**config.mk**
```make
export PLATFORM = sky130hd
export DESIGN_NAME = search_ctrl
export DESIGN_NICKNAME = d
export VERILOG_FILES = /design/src/hdl/me_pkg.sv /design/src/hdl/search_ctrl.sv
export SDC_FILE = /design/constraint.sdc
export NUM_CORES = 1
export LEC_CHECK = 0
export ABC_AREA = 1
export BUFFER_PORTS_ARGS = -buffer_cell sky130_fd_sc_hd__buf_4
export CAP_MARGIN = 20
export CORE_ASPECT_RATIO = 1.25
export CORE_UTILIZATION = 30
export CTS_BUF_LIST = sky130_fd_sc_hd__clkbuf_8 sky130_fd_sc_hd__clkbuf_16
export DETAILED_ROUTE_END_ITERATION = 8
export PLACE_DENSITY = 0.64
export SYNTH_ARGS = -nofsm -noshare
export SYNTH_HDL_FRONTEND = slang
export SYNTH_SLANG_ARGS = --single-unit
```
**constraint.sdc**
```tcl
create_clock -name clk -period 2.5 [get_ports clk]
set_input_delay 0.125 -clock clk [delete_from_list [all_inputs] [get_ports clk]]
set_output_delay 0.125 -clock clk [all_outputs]
set_load 0.1 [all_outputs]
```
**src/hdl/me_pkg.sv**
```systemverilog
`default_nettype none

package me_pkg;

	// ================================================
	// block and search window geometry
	// ================================================
	localparam int PIX_W    = 8;
	localparam int BLK_ROWS = 4;
	localparam int BLK_COLS = 8;
	localparam int BLK_PIX  = BLK_ROWS * BLK_COLS;    // 32

	localparam int MV_RANGE = 8;    // offsets 0..7 on each axis
	localparam int WIN_ROWS = BLK_ROWS + MV_RANGE - 1;    // 11
	localparam int WIN_COLS = BLK_COLS + MV_RANGE - 1;    // 15
	localparam int WIN_PIX  = WIN_ROWS * WIN_COLS;        // 165

	// target first, window after it
	localparam int LOAD_PIX = BLK_PIX + WIN_PIX;          // 197

	localparam int TREE_LEVELS = $clog2(BLK_PIX);         // 5

	// ================================================
	// data types
	// ================================================
	typedef logic [PIX_W-1:0] pixel_t;

	// truncated averages never leave the pixel range
	typedef logic [PIX_W-1:0] cost_t;

	// dy in [5:3], dx in [2:0]
	typedef logic [2*$clog2(MV_RANGE)-1:0] mv_t;

	// one block worth of pixels, element j is row j/8, col j%8
	typedef pixel_t [BLK_PIX-1:0] blk_pix_t;

endpackage

`default_nettype wire

```
**src/hdl/search_ctrl.sv**
```systemverilog
`timescale 1ns/1ps
`default_nettype none

module search_ctrl (
	input  wire                   clk,
	input  wire                   rst_n,
	input  wire                   load_done_i,
	input  wire                   best_valid_i,
	input  wire me_pkg::mv_t      best_mv_i,
	input  wire me_pkg::cost_t    best_cost_i,
	input  wire                   res_ack_i,
	output logic                  load_en_o,
	output logic                  cand_valid_o,
	output me_pkg::mv_t           cand_mv_o,
	output logic                  cand_last_o,
	output logic                  res_req_o,
	output me_pkg::mv_t           res_mv_o,
	output me_pkg::cost_t         res_cost_o
);

	import me_pkg::*;

	localparam int N_CAND = MV_RANGE * MV_RANGE;
	localparam int CNT_W  = $clog2(N_CAND) + 1;    // top bit set once all issued

	typedef enum logic [1:0] {
		ST_LOAD,
		ST_SCAN,
		ST_REPORT
	} state_t;

	state_t           state_q;
	logic [CNT_W-1:0] cand_q;

	assign load_en_o    = (state_q == ST_LOAD);
	assign cand_valid_o = (state_q == ST_SCAN) && !cand_q[CNT_W-1];
	assign cand_mv_o    = cand_q[CNT_W-2:0];    // dx in low bits, so dy-major
	assign cand_last_o  = cand_valid_o && (cand_q[CNT_W-2:0] == '1);

	// ================================================
	// load / scan / report
	// ================================================
	always_ff @(posedge clk or negedge rst_n) begin
		if (!rst_n) begin
			state_q   <= ST_LOAD;
			cand_q    <= '0;
			res_req_o <= 1'b0;
		end else begin
			case (state_q)
				ST_LOAD: begin
					cand_q <= '0;
					if (load_done_i)
						state_q <= ST_SCAN;
				end
				ST_SCAN: begin
					if (!cand_q[CNT_W-1])
						cand_q <= cand_q + 1'b1;
					// pipeline drains, then best_select reports
					if (best_valid_i) begin
						state_q   <= ST_REPORT;
						res_req_o <= 1'b1;
					end
				end
				ST_REPORT: begin
					if (res_req_o && res_ack_i)
						res_req_o <= 1'b0;
					else if (!res_req_o && !res_ack_i)
						state_q <= ST_LOAD;    // four phases done
				end
				default: state_q <= ST_LOAD;
			endcase
		end
	end

	// result held stable for the whole handshake
	always_ff @(posedge clk) begin
		if (state_q == ST_SCAN && best_valid_i) begin
			res_mv_o   <= best_mv_i;
			res_cost_o <= best_cost_i;
		end
	end

endmodule

`default_nettype wire

```
# After elaboration in Yosys (flattened, before gate mapping)
# Index checks and enable logic that the tools add are counted.
# op_classes
div	0
n_reduce_logical	14
n_bitwise	0
muxes	10
eq_ne	9
order_cmp	0
addsub	1
shifts	0
multipliers	0
# ops
cell	count
$pmux W7 S2	1
$ne A2 B2 Y1 const B	6
$mux W2	4
$add A7 B1 Y7 const B	1
$mux W7	1
$eq A6 B6 Y1 const B	1
$pmux W2 S3	1
$logic_and A1 B1 Y1	5
$reduce_and A4 Y1	1
$reduce_bool A2 Y1	2
$logic_not A1 Y1	3
$reduce_and A3 Y1	1
$eq A2 B1 Y1 const B	1
$eq A2 B2 Y1 const B	1
$logic_not A2 Y1	1
$mux W1	2
$pmux W1 S2	1
$reduce_and A2 Y1	1
# totals
ff_bits	24
word_cells	40
output_inout_bits	24
ramBits	0
inputBits	19
memories	0
latch_bits	0
romBits	0

# Longest topological paths before layout
# Gate-level depths: netlist of run 1.
# logic_depth
depth_word	5
mapped_depth	7
ltp_nobuf	7

# Least setup slack after synthesis of run 1
# Ideal clock, no wire load.
# synth_timing
kind	reg-to-output
startpoint	register cand_q[0]
endpoint	output port cand_last_o
path_buffers	0
required_time_ps	2375
setup_slack_ps	261
arrival_ps	2114
stages_incl_launch_ff	6
cell_sequence	dfrtp_1 -> ha_1 -> nand2_2 -> nor2_2 -> nand2_1 -> nor2_1
# synth_via
elab_chain_len	2
# synth_rtl
element	line_no	text
start, declared	search_ctrl.sv:33	logic [CNT_W-1:0] cand_q;
start signal, assigned	search_ctrl.sv:57	cand_q <= cand_q + 1'b1;
$eq A6 B6 Y1	search_ctrl.sv:38	assign cand_last_o = cand_valid_o && (cand_q[CNT_W-2:0] == '1);
$logic_and A1 B1 Y1	search_ctrl.sv:38	
end, declared	search_ctrl.sv:15	output logic cand_last_o,
# Every way passes these cells.

# Worst setup path after layout of run 1
# Ends and elaborated chain as after synthesis.

==> results summary, run 1 <==
The setup skew after layout came out at 0.00137 ns. For this design the ratio of total power to cell area is roughly 1300 mW/mm2. The slew at the pin closest to its max-slew limit is 0.490 ns.

In the post-synthesis netlist, the biggest area contributors are sky130_fd_sc_hd__edfxtp_1 42%, sky130_fd_sc_hd__dfrtp_1 25%, sky130_fd_sc_hd__nand2_1 6.7%. During synthesis, Yosys emitted a total of 0 warnings. The count of antenna-violating nets left after detailed routing is 0. The total iterations of the first detailed-routing run is 4.

0 antenna diodes ended up in the layout. The maximum vdd drop is 0.000968 V. The number of nets handed over by synthesis was 105. The worst setup path is captured at an output port. The min-delay analysis places its worst path in the category in -> reg. The worst setup path is of the reg -> out kind. The total of cells resized after clock tree synthesis came out at 0. The number of instances in the synthesized netlist came out at 85.

The level count of the clock H-tree is 1. The cell leakage power came out at 0.616 nW. Buffers inserted during clock tree synthesis total 3. The number of flops mapped to enable cells by yosys is 14. The share of the yosys chip area belonging to registers came out at approximately 66%.

For this run, the share of the core covered by cells in the final layout is a little over two fifths. The max-slew violation total from the final report is 0. The number of antenna violations at the first check in global routing came out at 0. The net count reported at finish is 147. The number of global-route vias before repair is 683. The number of max-cap violations came out at 0. The post-synth design cell area is 0.00101 mm2. Global routing used roughly 11% of the available tracks across all layers.

The combinational fraction of design power is 55.2%. Per report_power, the clock group accounts for between 10% and 20% of the total. The maximum root-to-sink buffer count is 2.

The share of Yosys cell area claimed by the top area cell type came out at 41.6%. The number of violations reported at the end of detailed-routing iteration 0 came out at 14. The tree is rooted in a sky130_fd_sc_hd__clkbuf_8. The floorplan die width is ~54 um. In this run the critical register-to-register path is captured at res_cost_o[4].

The final critical path takes up 67.6% of the cycle. The average via count per standard cell came out at 4.40. The detailed-route wire length is 1.85 mm. The synthesized design contains 24 register bits.

The unique cell type count in the Yosys netlist came out at 18. Counting cells, the worst reg-to-reg path comes to 3. The wire length of the first global-routing pass is approximately 2.9 mm. The depth of the worst hold-timing path came out at 1.

The path with the worst hold slack has its endpoint at res_mv_o[1]. Including well taps, the total number of placed cells is 158. The initial standard-cell utilization of the core is 31.6%. The internal power of the cells totals 0.795 mW. The area added between synthesis and finish is 36.4%. The clock tree from TritonCTS is done.

The startpoint identified for the worst hold timing path is best_mv_i[1]. The final instance count without filler cells is between 150 and 200. The total via count in the routed design is 713. Detailed placement finished with a half-perimeter wire length of around 1.5 mm.

The worst setup path is launched from a flip-flop. The maximum achievable frequency is ~590 MHz. The core outline area is approximately 0.0032 mm2.

Counting instances in the post-synthesis netlist gives the leading cell types as 18 x sky130_fd_sc_hd__nand2_1, 14 x sky130_fd_sc_hd__edfxtp_1, 10 x sky130_fd_sc_hd__dfrtp_1. The run finished with clean final reports. The sum of negative setup slack came out at 0 ns.

The die is about 67 um tall. In this run switching power makes up 54.1% of total power. The average wire per cell in the routed design is 11.4 um.

The flip-flop cell with the highest count after synthesis is sky130_fd_sc_hd__edfxtp_1. Of the cells placed in the final design, the portion with a size suffix greater than 1 is 48.8%. The insertion delay to the later sink of the worst-skew pair is between 0.2 and 0.3 ns. The arrival time of data at the critical path endpoint is 1.57 ns. The hold violation count in the final report came out at 0. The biggest fanout along the worst timing path came out at 5. The area enclosed by the die boundary came out at 0.00360 mm2. The number of primary I/O pins came out at 43.

After clock tree synthesis, the clock-pin slew on the worst setup and hold paths is ~0.070 ns. The highest layer touched by signal routing is met3. The synthesized design spends more area on one cell type than any other, namely sky130_fd_sc_hd__edfxtp_1. Among all cell types in the netlist, the one instantiated most often is sky130_fd_sc_hd__nand2_1. The met3 wire length is ~200 um. In this run the tightest slew margin relative to its limit is 67.3%. Data on the critical path is required at its endpoint by 2.38 ns.

The met2 layer wire length in the routed design came out at 923 um. After global routing the overflow that remains totals 0. Buffers placed on the I/O ports in this run total 42.

The total setup violations reported at the end of the flow is 0. The register-to-register path setup slack came out at between 1 and 1.5 ns. The tree built by TritonCTS fans out to 24 sinks.

The net switching power is 0.936 mW. The startpoint identified for the worst register-to-register timing path is state_q[1]. In the final routing, the length of wire on met1 measures 724 um. Row generation in the floorplan step produced 23 rows. The final estimated routing congestion in global placement came out at between 0.7 and 0.8. Setup repair after global routing left no endpoint under its margin.

After layout, the minimum clock period comes to about 1.7 ns. The fraction of synthesis flops using an asynchronous set or reset pin came out at 41.7%. The sequential share of power is 32.7%. For this run, design rule violations remaining after detail routing come to 0. The post-synthesis average cell area came out at 11.9 um2. The largest net degree at the start of global routing is 15.

The power consumption came out at 1.73 mW.
-- cells by family (layout without fill, tap and decap cells) --
family          after synthesis  after routing  share of synthesized area (%)
compound gates                8              8                           4.71
fa+ha+maj                     1              1                           1.24
simple gates                 38             38                           20.2
flops                        24             24                           66.4
buf+inv                      14             54                           7.43
-- how the worst max path moves through the flow --
stage | end | depth (start not counted) | startpoint | slack, ns
floorplan | cand_last_o | 5 | cand_q[0] | 0.26
global placement | res_cost_o[7] | 3 | state_q[1] | 1.10
detailed placement | res_mv_o[0] | 3 | state_q[1] | 1.07
CTS | cand_last_o | 6 | cand_q[0] | 0.80
global route | cand_last_o | 6 | cand_q[0] | 0.67
finish | cand_last_o | 6 | cand_q[0] | 0.81
-- cell usage in the layout (no fill, tap or decap) --
| master | count |
|---|---|
| sky130_fd_sc_hd__dfrtp_1 | 10 |
| sky130_fd_sc_hd__o21ai_1 | 2 |
| sky130_fd_sc_hd__dlygate4sd3_1 | 1 |
| sky130_fd_sc_hd__nand2_1 | 18 |
| sky130_fd_sc_hd__nor2_4 | 3 |
| sky130_fd_sc_hd__nand3_2 | 2 |
| sky130_fd_sc_hd__clkbuf_8 | 3 |
| sky130_fd_sc_hd__nand2_4 | 1 |
| sky130_fd_sc_hd__o21ai_2 | 1 |
| sky130_fd_sc_hd__nand3_1 | 5 |
| sky130_fd_sc_hd__inv_1 | 5 |
| sky130_fd_sc_hd__o21ai_0 | 4 |
| sky130_fd_sc_hd__edfxtp_1 | 14 |
| sky130_fd_sc_hd__buf_4 | 42 |
| sky130_fd_sc_hd__a21oi_2 | 1 |
| sky130_fd_sc_hd__nor2_2 | 2 |
| sky130_fd_sc_hd__nor2_1 | 4 |
| sky130_fd_sc_hd__nand2_2 | 3 |
| sky130_fd_sc_hd__inv_2 | 3 |
| sky130_fd_sc_hd__ha_1 | 1 |
-- layer usage --
| metal | GRT usage (%) | vias to the layer above |
|---|---|---|
| li1 | - | 355 |
| met1 | 12.9 | 320 |
| met2 | 19.6 | 38 |
| met3 | 2.74 | 0 |
| met4 | 2.96 | 0 |
| met5 | 0 | - |
-- power groups by stage --
stage	registers, mW	clock network, mW	logic, mW
6_report	0.566	0.209	0.956
3_3_place_gp	0.571	0	0.955
4_1_cts	0.567	0.223	0.964
3_5_place_dp	0.576	0	0.960
2_1_floorplan	0.867	0	0.498
5_1_grt	0.577	0.241	1.00
-- worst max-delay path: stages (launching register included) --
cell,delay (ns)
sky130_fd_sc_hd__dfrtp_1,0.42
sky130_fd_sc_hd__ha_1,0.20
sky130_fd_sc_hd__nand2_2,0.08
sky130_fd_sc_hd__nor2_2,0.16
sky130_fd_sc_hd__nand2_1,0.07
sky130_fd_sc_hd__nor2_1,0.09
sky130_fd_sc_hd__buf_4,0.29
-- area by class of cell --
type | instances | area [um2]
multi-input cells | 47 | 264
well taps | 37 | 46.3
clock buffers | 3 | 41.3
flip-flops and latches | 24 | 671
repair buffers | 43 | 325
inverters | 8 | 30.0
fillers | 302 | 1820
-- repair_timing --
item | CTS | global route
hold buffers | 1 | 0
setup endpoints to repair | 0 | 0
endpoints found under the hold margin | 10 | 0
setup buffers | 0 | 0
-- registers in the layout, indices dropped and copies added, names as in the netlist --
signal and count:
res_cost_o 8, cand_q 7, res_mv_o 6, state_q 2
res_req_o 1
-- stage by stage --
stage | area (um2) | hold slack, ns | worst slack, ns
2_1_floorplan | 1010 | -0.171 | 0.261
3_3_place_gp | 1330 | -0.0377 | 1.10
3_5_place_dp | 1330 | -0.0356 | 1.07
4_1_cts | 1380 | 0.0362 | 0.796
5_1_grt | 1380 | 0.0307 | 0.674
6_report | 1380 | 0.0452 | 0.810
Power figures use the tool's default switching activity.
==> run 2: changes to the inputs <==
--- a/config.mk
+++ b/config.mk
@@ -5,7 +5,7 @@
 export SDC_FILE = /design/constraint.sdc
 export NUM_CORES = 1
 export LEC_CHECK = 0
-export ABC_AREA = 1
+export ABC_AREA = 0
 export BUFFER_PORTS_ARGS = -buffer_cell sky130_fd_sc_hd__buf_4
 export CAP_MARGIN = 20
 export CORE_ASPECT_RATIO = 1.25
==> constraint.sdc (replaced) <==
create_clock -name clk -period 1.7 [get_ports clk]
set_input_delay 0.085 -clock clk [delete_from_list [all_inputs] [get_ports clk]]
set_output_delay 0.085 -clock clk [all_outputs]
set_load 0.1 [all_outputs]
==> results summary, run 2 <==
The shortest clock period the worst path allows after layout came out at 1.60 ns. The register area is 672 um2 (was 671 um2). The average via count per standard cell came out at 4.65 (was 4.40).

The path type of the worst min-delay path is in -> reg (unchanged). The number of fill cells came out at 279 (was 302). The number of instances in the synthesized netlist was 72 (was 85). The total congestion overflow after global routing is 0 (unchanged). The register clock-pin slew on the reported worst setup and hold paths is 0.08 ns (was 0.07 ns).

The net count after synthesis is 92 (was 105). The max-slew violation total from the final report is 0 (unchanged). The wire length of the first global-routing pass came out at 3.22 mm (was 2.90 mm). The total setup violations reported at the end of the flow is 0 (unchanged). The clock tree from TritonCTS was done (unchanged). Largest registers: res_cost_o x8, cand_q x7, res_mv_o x6 (unchanged).

The post-synth design cell area is 990 um2 (was 0.00101 mm2). The antenna diode instance count is 0 (unchanged). The number of max-cap violations came out at 0 (unchanged). The most common cell after layout, fill and taps aside is sky130_fd_sc_hd__buf_4 (unchanged). The slack of the critical path came to 0.103 ns (was 0.810 ns).

The flip-flop count of the largest register, all copies and words added is 8 (unchanged). The fraction of met2 tracks used by global routing is 23.1% (was 19.6%). Run status: completed (unchanged). The critical setup path kind is reg -> out (unchanged).

The number of antenna violations at the first check in global routing came out at 0 (unchanged). The largest family of logic cells by synthesized area is simple AND/OR/NAND/NOR gates (unchanged). The cell type with the highest aggregate area in the netlist is sky130_fd_sc_hd__edfxtp_1 (unchanged). Most frequent cells after synthesis: 14 x sky130_fd_sc_hd__edfxtp_1, 10 x sky130_fd_sc_hd__dfrtp_1, 7 x sky130_fd_sc_hd__buf_4 (was 18 x sky130_fd_sc_hd__nand2_1, 14 x sky130_fd_sc_hd__edfxtp_1, 10 x sky130_fd_sc_hd__dfrtp_1). The unique cell type count in the Yosys netlist came out at 27 (was 18). Top library cells by usage in the layout, fill and taps aside: 45 x sky130_fd_sc_hd__buf_4, 15 x sky130_fd_sc_hd__dlygate4sd3_1, 14 x sky130_fd_sc_hd__edfxtp_1 (was 42 x sky130_fd_sc_hd__buf_4, 18 x sky130_fd_sc_hd__nand2_1, 14 x sky130_fd_sc_hd__edfxtp_1).

The net count reported at finish was 150 (was 147). The fraction of synthesis flops using an asynchronous set or reset pin came out at 41.7% (unchanged). The core outline area is 0.00303 mm2 (was 0.00319 mm2).

The total iterations of the first detailed-routing run is 5 (was 4). The final estimated routing congestion in global placement is 0.724 (was 0.730). The number of flops mapped to enable cells by yosys came to 14 (unchanged). The number of primary I/O pins came out at 43 (unchanged). Setup repair after global routing missed its margin: false (unchanged). The most frequently used cell type in the post-synthesis netlist is sky130_fd_sc_hd__edfxtp_1 (was sky130_fd_sc_hd__nand2_1). The half-perimeter wire length of the detailed placement result is 1.51 mm (was 1.52 mm).

The power density normalized to cell area came out at 1750 mW/mm2 (was 1260 mW/mm2). The maximum root-to-sink buffer count was 2 (unchanged). The level count of the clock H-tree is 1 (unchanged). The clock sink count came out at 24 (unchanged).

The design area came out at 0.00155 mm2 (was 0.00138 mm2). The category of the worst setup path capture point is an output port (unchanged). The site row count is 22 (was 23). The final period utilization came out at ~94%.

The number of violations reported at the end of detailed-routing iteration 0 came out at 10 (was 14). The arrival time of data at the critical path endpoint came out at 1.51 ns (was 1.57 ns). The met3 track demand over resource is 1.38% (was 2.74%). The number of register bits inferred by synthesis is 24 (unchanged). The power consumption is 2.72 mW (was 1.73 mW).

The worst slew margin relative to its limit came to 81.1% (was 67.3%). The overall global routing resource usage came out at 13.0% (was 11.1%). The required time at the endpoint of the critical path came to 1.62 ns (was 2.38 ns). The share of the yosys chip area belonging to registers is 67.8% (was 66.4%). The XOR/XNOR share of the synthesized area was 0% (unchanged). The synthesized-area fraction occupied by adder cells came out at 1.26% (was 1.24%). The element type at the critical path start is a flip-flop (unchanged). The synthesized-area fraction occupied by ao, oa, aoi and oai cells is 7.46% (was 4.71%). The number of warnings issued by yosys is 0 (unchanged). The area enclosed by the die boundary came out at 0.00353 mm2 (was 0.00360 mm2).

The initial standard-cell utilization of the core is 32.7% (was 31.6%). The detailed-route wire length came out at 2.10 mm (was 1.85 mm). The final instance count without filler cells came out at 165 (was 162). The largest register by flop count is res_cost_o (unchanged). The flip-flop cell with the highest count after synthesis was sky130_fd_sc_hd__edfxtp_1 (unchanged). The register-to-register path setup slack was 0.32 ns (was 1.09 ns). The multiplexer fraction of the synthesized cell area came to 4.17% (was 0%). The maximum achievable frequency is 626 MHz. The setup skew after layout came out at 0.00338 ns (was 0.00137 ns). The TritonCTS buffer count came out at 3 (unchanged). The average wire per cell in the routed design was 12.8 um (was 11.4 um). The number of global-route vias before repair is 721 (was 683). The count of antenna-violating nets left after detailed routing came out at 0 (unchanged). The number of instances in the placed design came to 145 (was 158). The simple-gate portion of the synthesized area came to 12.1% (was 20.2%). The area added between synthesis and finish is 56.9% (was 36.4%).

The floorplan die width came out at 53.4 um (was 53.9 um). The placement-stage worst setup slack is 0.260 ns (was 1.07 ns). The global routing met1 resource utilization is 14.1% (was 12.9%). The vertical die dimension is 66.2 um (was 66.9 um). The slew at the pin closest to its max-slew limit came to 0.283 ns (was 0.490 ns). The hold violation count in the final report is 0 (unchanged). The share of Yosys cell area claimed by the top area cell type is 42.5% (was 41.6%).

The cell leakage power is 0.714 nW (was 0.616 nW). The area occupied by multi-input gates came out at 258 um2 (was 264 um2). The most crowded layer after global routing is met2 (unchanged). The buffer type at the clock tree root is sky130_fd_sc_hd__clkbuf_8 (unchanged). The biggest fanout along the worst timing path is 4 (was 5).

The maximum vdd drop came out at 0.00108 V (was 0.000968 V). The insertion delay to the later sink of the worst-skew pair is 0.26 ns (was 0.25 ns). The number of remaining DRC errors came out at 0 (unchanged). The share of layout cells above drive strength 1 is 42.6% (was 48.8%). The largest net degree at the start of global routing came out at 16 (was 15). Top cells by area, synth: sky130_fd_sc_hd__edfxtp_1 42%, sky130_fd_sc_hd__dfrtp_1 25%, sky130_fd_sc_hd__buf_4 5.3% (was sky130_fd_sc_hd__edfxtp_1 42%, sky130_fd_sc_hd__dfrtp_1 25%, sky130_fd_sc_hd__nand2_1 6.7%). The post-synthesis average cell area came out at 13.7 um2 (was 11.9 um2). The number of port buffers came out at 42 (unchanged). The area of placed instances came to 0.00132 mm2 (was 0.00133 mm2).

The total via count in the routed design came out at 767 (was 713). The worst-case hold slack came out at 0.0608 ns (was 0.0452 ns).
## run 2: metrics by stage
stage,setup TNS [ns],util (%)
after detailed placement,0,43.6
after floorplan,-0.725,-
final,0,51.3
after global routing,0,51.3
after global placement,0,43.6
after CTS,0,50.8
## run 2: cell type report
type                    instances  area share (%)
clock buffers                   3            2.66
inverters                       2           0.483
flip-flops and latches         24            43.3
multi-input cells              38            16.6
well taps                      36            2.90
clock inverters                 1            1.93
repair buffers                 61            32.2
## run 2: power breakdown
part           total [mW]  switching (mW)  leakage, nW  internal (mW)
sequential          0.865           0.118        0.261          0.746
combinational        1.36            1.02        0.417          0.341
clock               0.493           0.179       0.0357          0.315
## run 2: path summary, 6_finish.rpt
check,from,endpoint,depth (start not counted)
min in group asynchronous,rst_n,state_q[0],2
setup / recovery,cand_q[1],cand_last_o,4
hold reg to reg,cand_q[5],cand_q[5],1
hold / removal,load_done_i,state_q[0],3
setup reg to reg,cand_q[1],cand_q[2],4
max in group asynchronous,rst_n,state_q[1],2
## run 2: critical path, cell delays in order, from the launching register on
cell                      delay (ns)
sky130_fd_sc_hd__dfrtp_1        0.41
sky130_fd_sc_hd__ha_1           0.23
sky130_fd_sc_hd__and4_1         0.22
sky130_fd_sc_hd__and3_2         0.21
sky130_fd_sc_hd__buf_6          0.18
## run 2: per-layer routing
layer | wire [um] | share of wire [%]
met1 | 859 | 41
met2 | 1110 | 53
met3 | 83 | 3.9
met4 | 48 | 2.3
met5 | 0 | 0
## run 2: kinds of logic (layout without fill, tap and decap cells)
logic type               Yosys count  in the layout
AND/OR/NAND/NOR                   21             21
buffers and inverters             10             67
multiplexers                       4              4
adder cells (fa/ha/maj)            1              1
flip-flops                        24             24
AO/OA/AOI/OAI                     12             12
## run 2: timing repair
action	4_1_cts	5_1_grt
hold buffers	14	1
endpoints found under the hold margin	23	1
endpoints found under the setup margin	1	1
gates resized for setup	0	1
buffers inserted	1	0
==> run 3: changes to the inputs <==
--- a/config.mk
+++ b/config.mk
@@ -8,7 +8,7 @@
 export ABC_AREA = 0
 export BUFFER_PORTS_ARGS = -buffer_cell sky130_fd_sc_hd__buf_4
 export CAP_MARGIN = 20
-export CORE_ASPECT_RATIO = 1.25
+export CORE_ASPECT_RATIO = 0.8
 export CORE_UTILIZATION = 30
 export CTS_BUF_LIST = sky130_fd_sc_hd__clkbuf_8 sky130_fd_sc_hd__clkbuf_16
 export DETAILED_ROUTE_END_ITERATION = 8
==> results summary, run 3 (synthesis results as in run 2) <==
The met2 layer wire length in the routed design is 1.04 mm (was 1.11 mm). The flip-flop count of the largest register, all copies and words added is 8 (unchanged). The area enclosed by the die boundary came out at 0.00353 mm2 (unchanged). The buffer type at the clock tree root is sky130_fd_sc_hd__clkbuf_8 (unchanged). The clock sink count is 24 (unchanged). The total iterations of the first detailed-routing run came to 4 (was 5). The final instance count without filler cells is 167 (was 165).

The overall global routing resource usage is 12.5% (was 13.0%). The final estimated routing congestion in global placement came out at 0.766 (was 0.724). The hold violation count in the final report came out at 0 (unchanged).

The element type at the critical path start is a flip-flop (unchanged). The number of global-route vias before repair is 684 (was 721). The total via count in the routed design came out at 741 (was 767). The register clock-pin slew on the reported worst setup and hold paths came out at 0.08 ns (about the same). The number of primary I/O pins came out at 43 (unchanged). The count of antenna-violating nets left after detailed routing came to 0 (unchanged). The slew at the pin closest to its max-slew limit came to 0.287 ns (was 0.283 ns). The site row count came out at 18 (was 22). The number of violations reported at the end of detailed-routing iteration 0 is 29 (was 10). The path type of the worst min-delay path is in -> reg (unchanged). The largest register by flop count is res_cost_o (unchanged). The floorplan die width is 66.2 um (was 53.4 um).

The maximum vdd drop came out at 0.000940 V (was 0.00108 V). The worst slew margin relative to its limit is 80.9% (was 81.1%). The final period utilization came out at 95.8% (was 93.9%). The share of layout cells above drive strength 1 came to 42.5% (was 42.6%). The category of the worst setup path capture point is an output port (unchanged).

The sum of negative setup slack is 0 ns (unchanged). The core outline area came out at 0.00311 mm2 (was 0.00303 mm2). The max-slew violation total from the final report is 0 (unchanged). The cell leakage power came out at 0.703 nW (was 0.714 nW). The number of fill cells is 293 (was 279). The total setup violations reported at the end of the flow is 0 (unchanged). Top library cells by usage in the layout, fill and taps aside: 43 x sky130_fd_sc_hd__buf_4, 15 x sky130_fd_sc_hd__dlygate4sd3_1, 14 x sky130_fd_sc_hd__edfxtp_1 (was 45 x sky130_fd_sc_hd__buf_4, 15 x sky130_fd_sc_hd__dlygate4sd3_1, 14 x sky130_fd_sc_hd__edfxtp_1). The detailed-route wire length came to 2.06 mm (was 2.10 mm). The antenna diode instance count is 0 (unchanged). The topmost layer with routed signal wires is met4 (unchanged). The biggest fanout along the worst timing path was 6 (was 4). The vertical die dimension was 53.4 um (was 66.2 um). The setup skew after layout came out at 0.00284 ns (was 0.00338 ns).

The average wire per cell in the routed design came to 12.3 um (was 12.8 um). Largest registers: res_cost_o x8, cand_q x7, res_mv_o x6 (unchanged). The total congestion overflow after global routing came to 0 (unchanged).

The number of max-cap violations came out at 0 (unchanged). The wire length of the first global-routing pass came out at 3.19 mm (was 3.22 mm). The TritonCTS buffer count is 3 (unchanged). Setup repair after global routing missed its margin: false (unchanged). The area added between synthesis and finish is 56.0% (was 56.9%). The number of remaining DRC errors is 0 (unchanged). The half-perimeter wire length of the detailed placement result came out at 1.47 mm (was 1.51 mm). The shortest clock period the worst path allows after layout is 1.63 ns (was 1.60 ns). The level count of the clock H-tree is 1 (unchanged).

The most common cell after layout, fill and taps aside was sky130_fd_sc_hd__buf_4 (unchanged). The required time at the endpoint of the critical path is 1.62 ns (about the same). The largest net degree at the start of global routing came out at 16 (unchanged). The number of instances in the placed design came to 148 (was 145). The number of port buffers came out at 42 (unchanged).

The insertion delay to the later sink of the worst-skew pair came out at 0.26 ns (about the same). Run status: completed (unchanged). The number of antenna violations at the first check in global routing was 0 (unchanged). The maximum achievable frequency is 614 MHz (was 626 MHz). The maximum root-to-sink buffer count is 2 (unchanged). The critical setup path kind is reg -> out (unchanged). The net count reported at finish was 148 (was 150). The post-CTS setup buffer count was 0 (was 1). The initial standard-cell utilization of the core is 31.8% (was 32.7%). The power density normalized to cell area was 1750 mW/mm2 (about the same). The average via count per standard cell came out at 4.44 (was 4.65). The met3 wire length came to 69 um (was 83 um).

The wire length on met1 is 923 um (was 859 um). The clock tree from TritonCTS is done (unchanged). The arrival time of data at the critical path endpoint is 1.54 ns (was 1.51 ns).
run 3: cell types whose count changed in the layout (fill, tap and decap cells not counted):
cell / previous run / this run
sky130_fd_sc_hd__dfrtp_1: 9 / 8
sky130_fd_sc_hd__buf_4: 45 / 43
sky130_fd_sc_hd__dfrtp_2: 1 / 2
run 3: critical path, cell delays in order (launching register included):
cell and delay [ns]:
sky130_fd_sc_hd__dfrtp_2 0.45, sky130_fd_sc_hd__ha_1 0.23, sky130_fd_sc_hd__and4_1 0.21, sky130_fd_sc_hd__and3_2 0.21, sky130_fd_sc_hd__buf_6 0.18
run 3: final timing paths:
path / slack [ns] / cells past startpoint / endpoint / start
max: 0.07 / 4 / cand_last_o / cand_q[0]
min: 0.06 / 3 / state_q[0] / load_done_i
max reg2reg: 0.27 / 4 / cand_q[2] / cand_q[0]
min reg2reg: 0.51 / 1 / cand_q[5] / cand_q[5]
max in group asynchronous: 1.36 / 2 / cand_q[0] / rst_n
min in group asynchronous: 0.18 / 2 / res_req_o / rst_n
run 3: routing by layer:
metal,global-route usage (%),vias up
li1,-,367
met1,17.4,359
met2,18.5,13
met3,1.51,2
met4,7.45,0
met5,0,-
run 3: cell type report:
cell class	instances	area [um2]	area share (%)
inverter	2	7.51	0.486
clock buffer	3	41.3	2.67
timing repair buffer	59	484	31.4
tap	40	50.0	3.24
sequential	24	673	43.6
multi-input combinational	38	258	16.7
clock inverter	1	30.0	1.94
run 3: what timing repair did:
action	in CTS	in global routing
resized for setup	0	2
hold buffers	15	0
setup endpoints to repair	0	1
hold endpoints to repair	24	0
run 3: stage by stage:
| step | power (mW) | setup slack (ns) | hold slack (ns) | utilization (%) | instance area (um2) |
|---|---|---|---|---|---|
| 6_report | 2.70 | 0.0716 | 0.0604 | 49.7 | 1540 |
| 5_1_grt | 2.80 | 0.0146 | 0.0870 | 49.7 | 1540 |
| 4_1_cts | 2.72 | 0.00187 | 0.0571 | 49.5 | 1540 |
| 3_5_place_dp | 2.19 | 0.271 | -0.0761 | 42.4 | 1320 |
| 3_3_place_gp | 2.17 | 0.327 | -0.0805 | 42.4 | 1320 |
| 2_1_floorplan | 1.96 | -0.453 | -0.211 | - | 1000 |
run 3: power breakdown:
part | leakage [nW] | internal [mW] | switching, mW
Sequential | 0.260 | 0.748 | 0.119
Clock | 0.0357 | 0.315 | 0.184
Combinational | 0.407 | 0.315 | 1.02
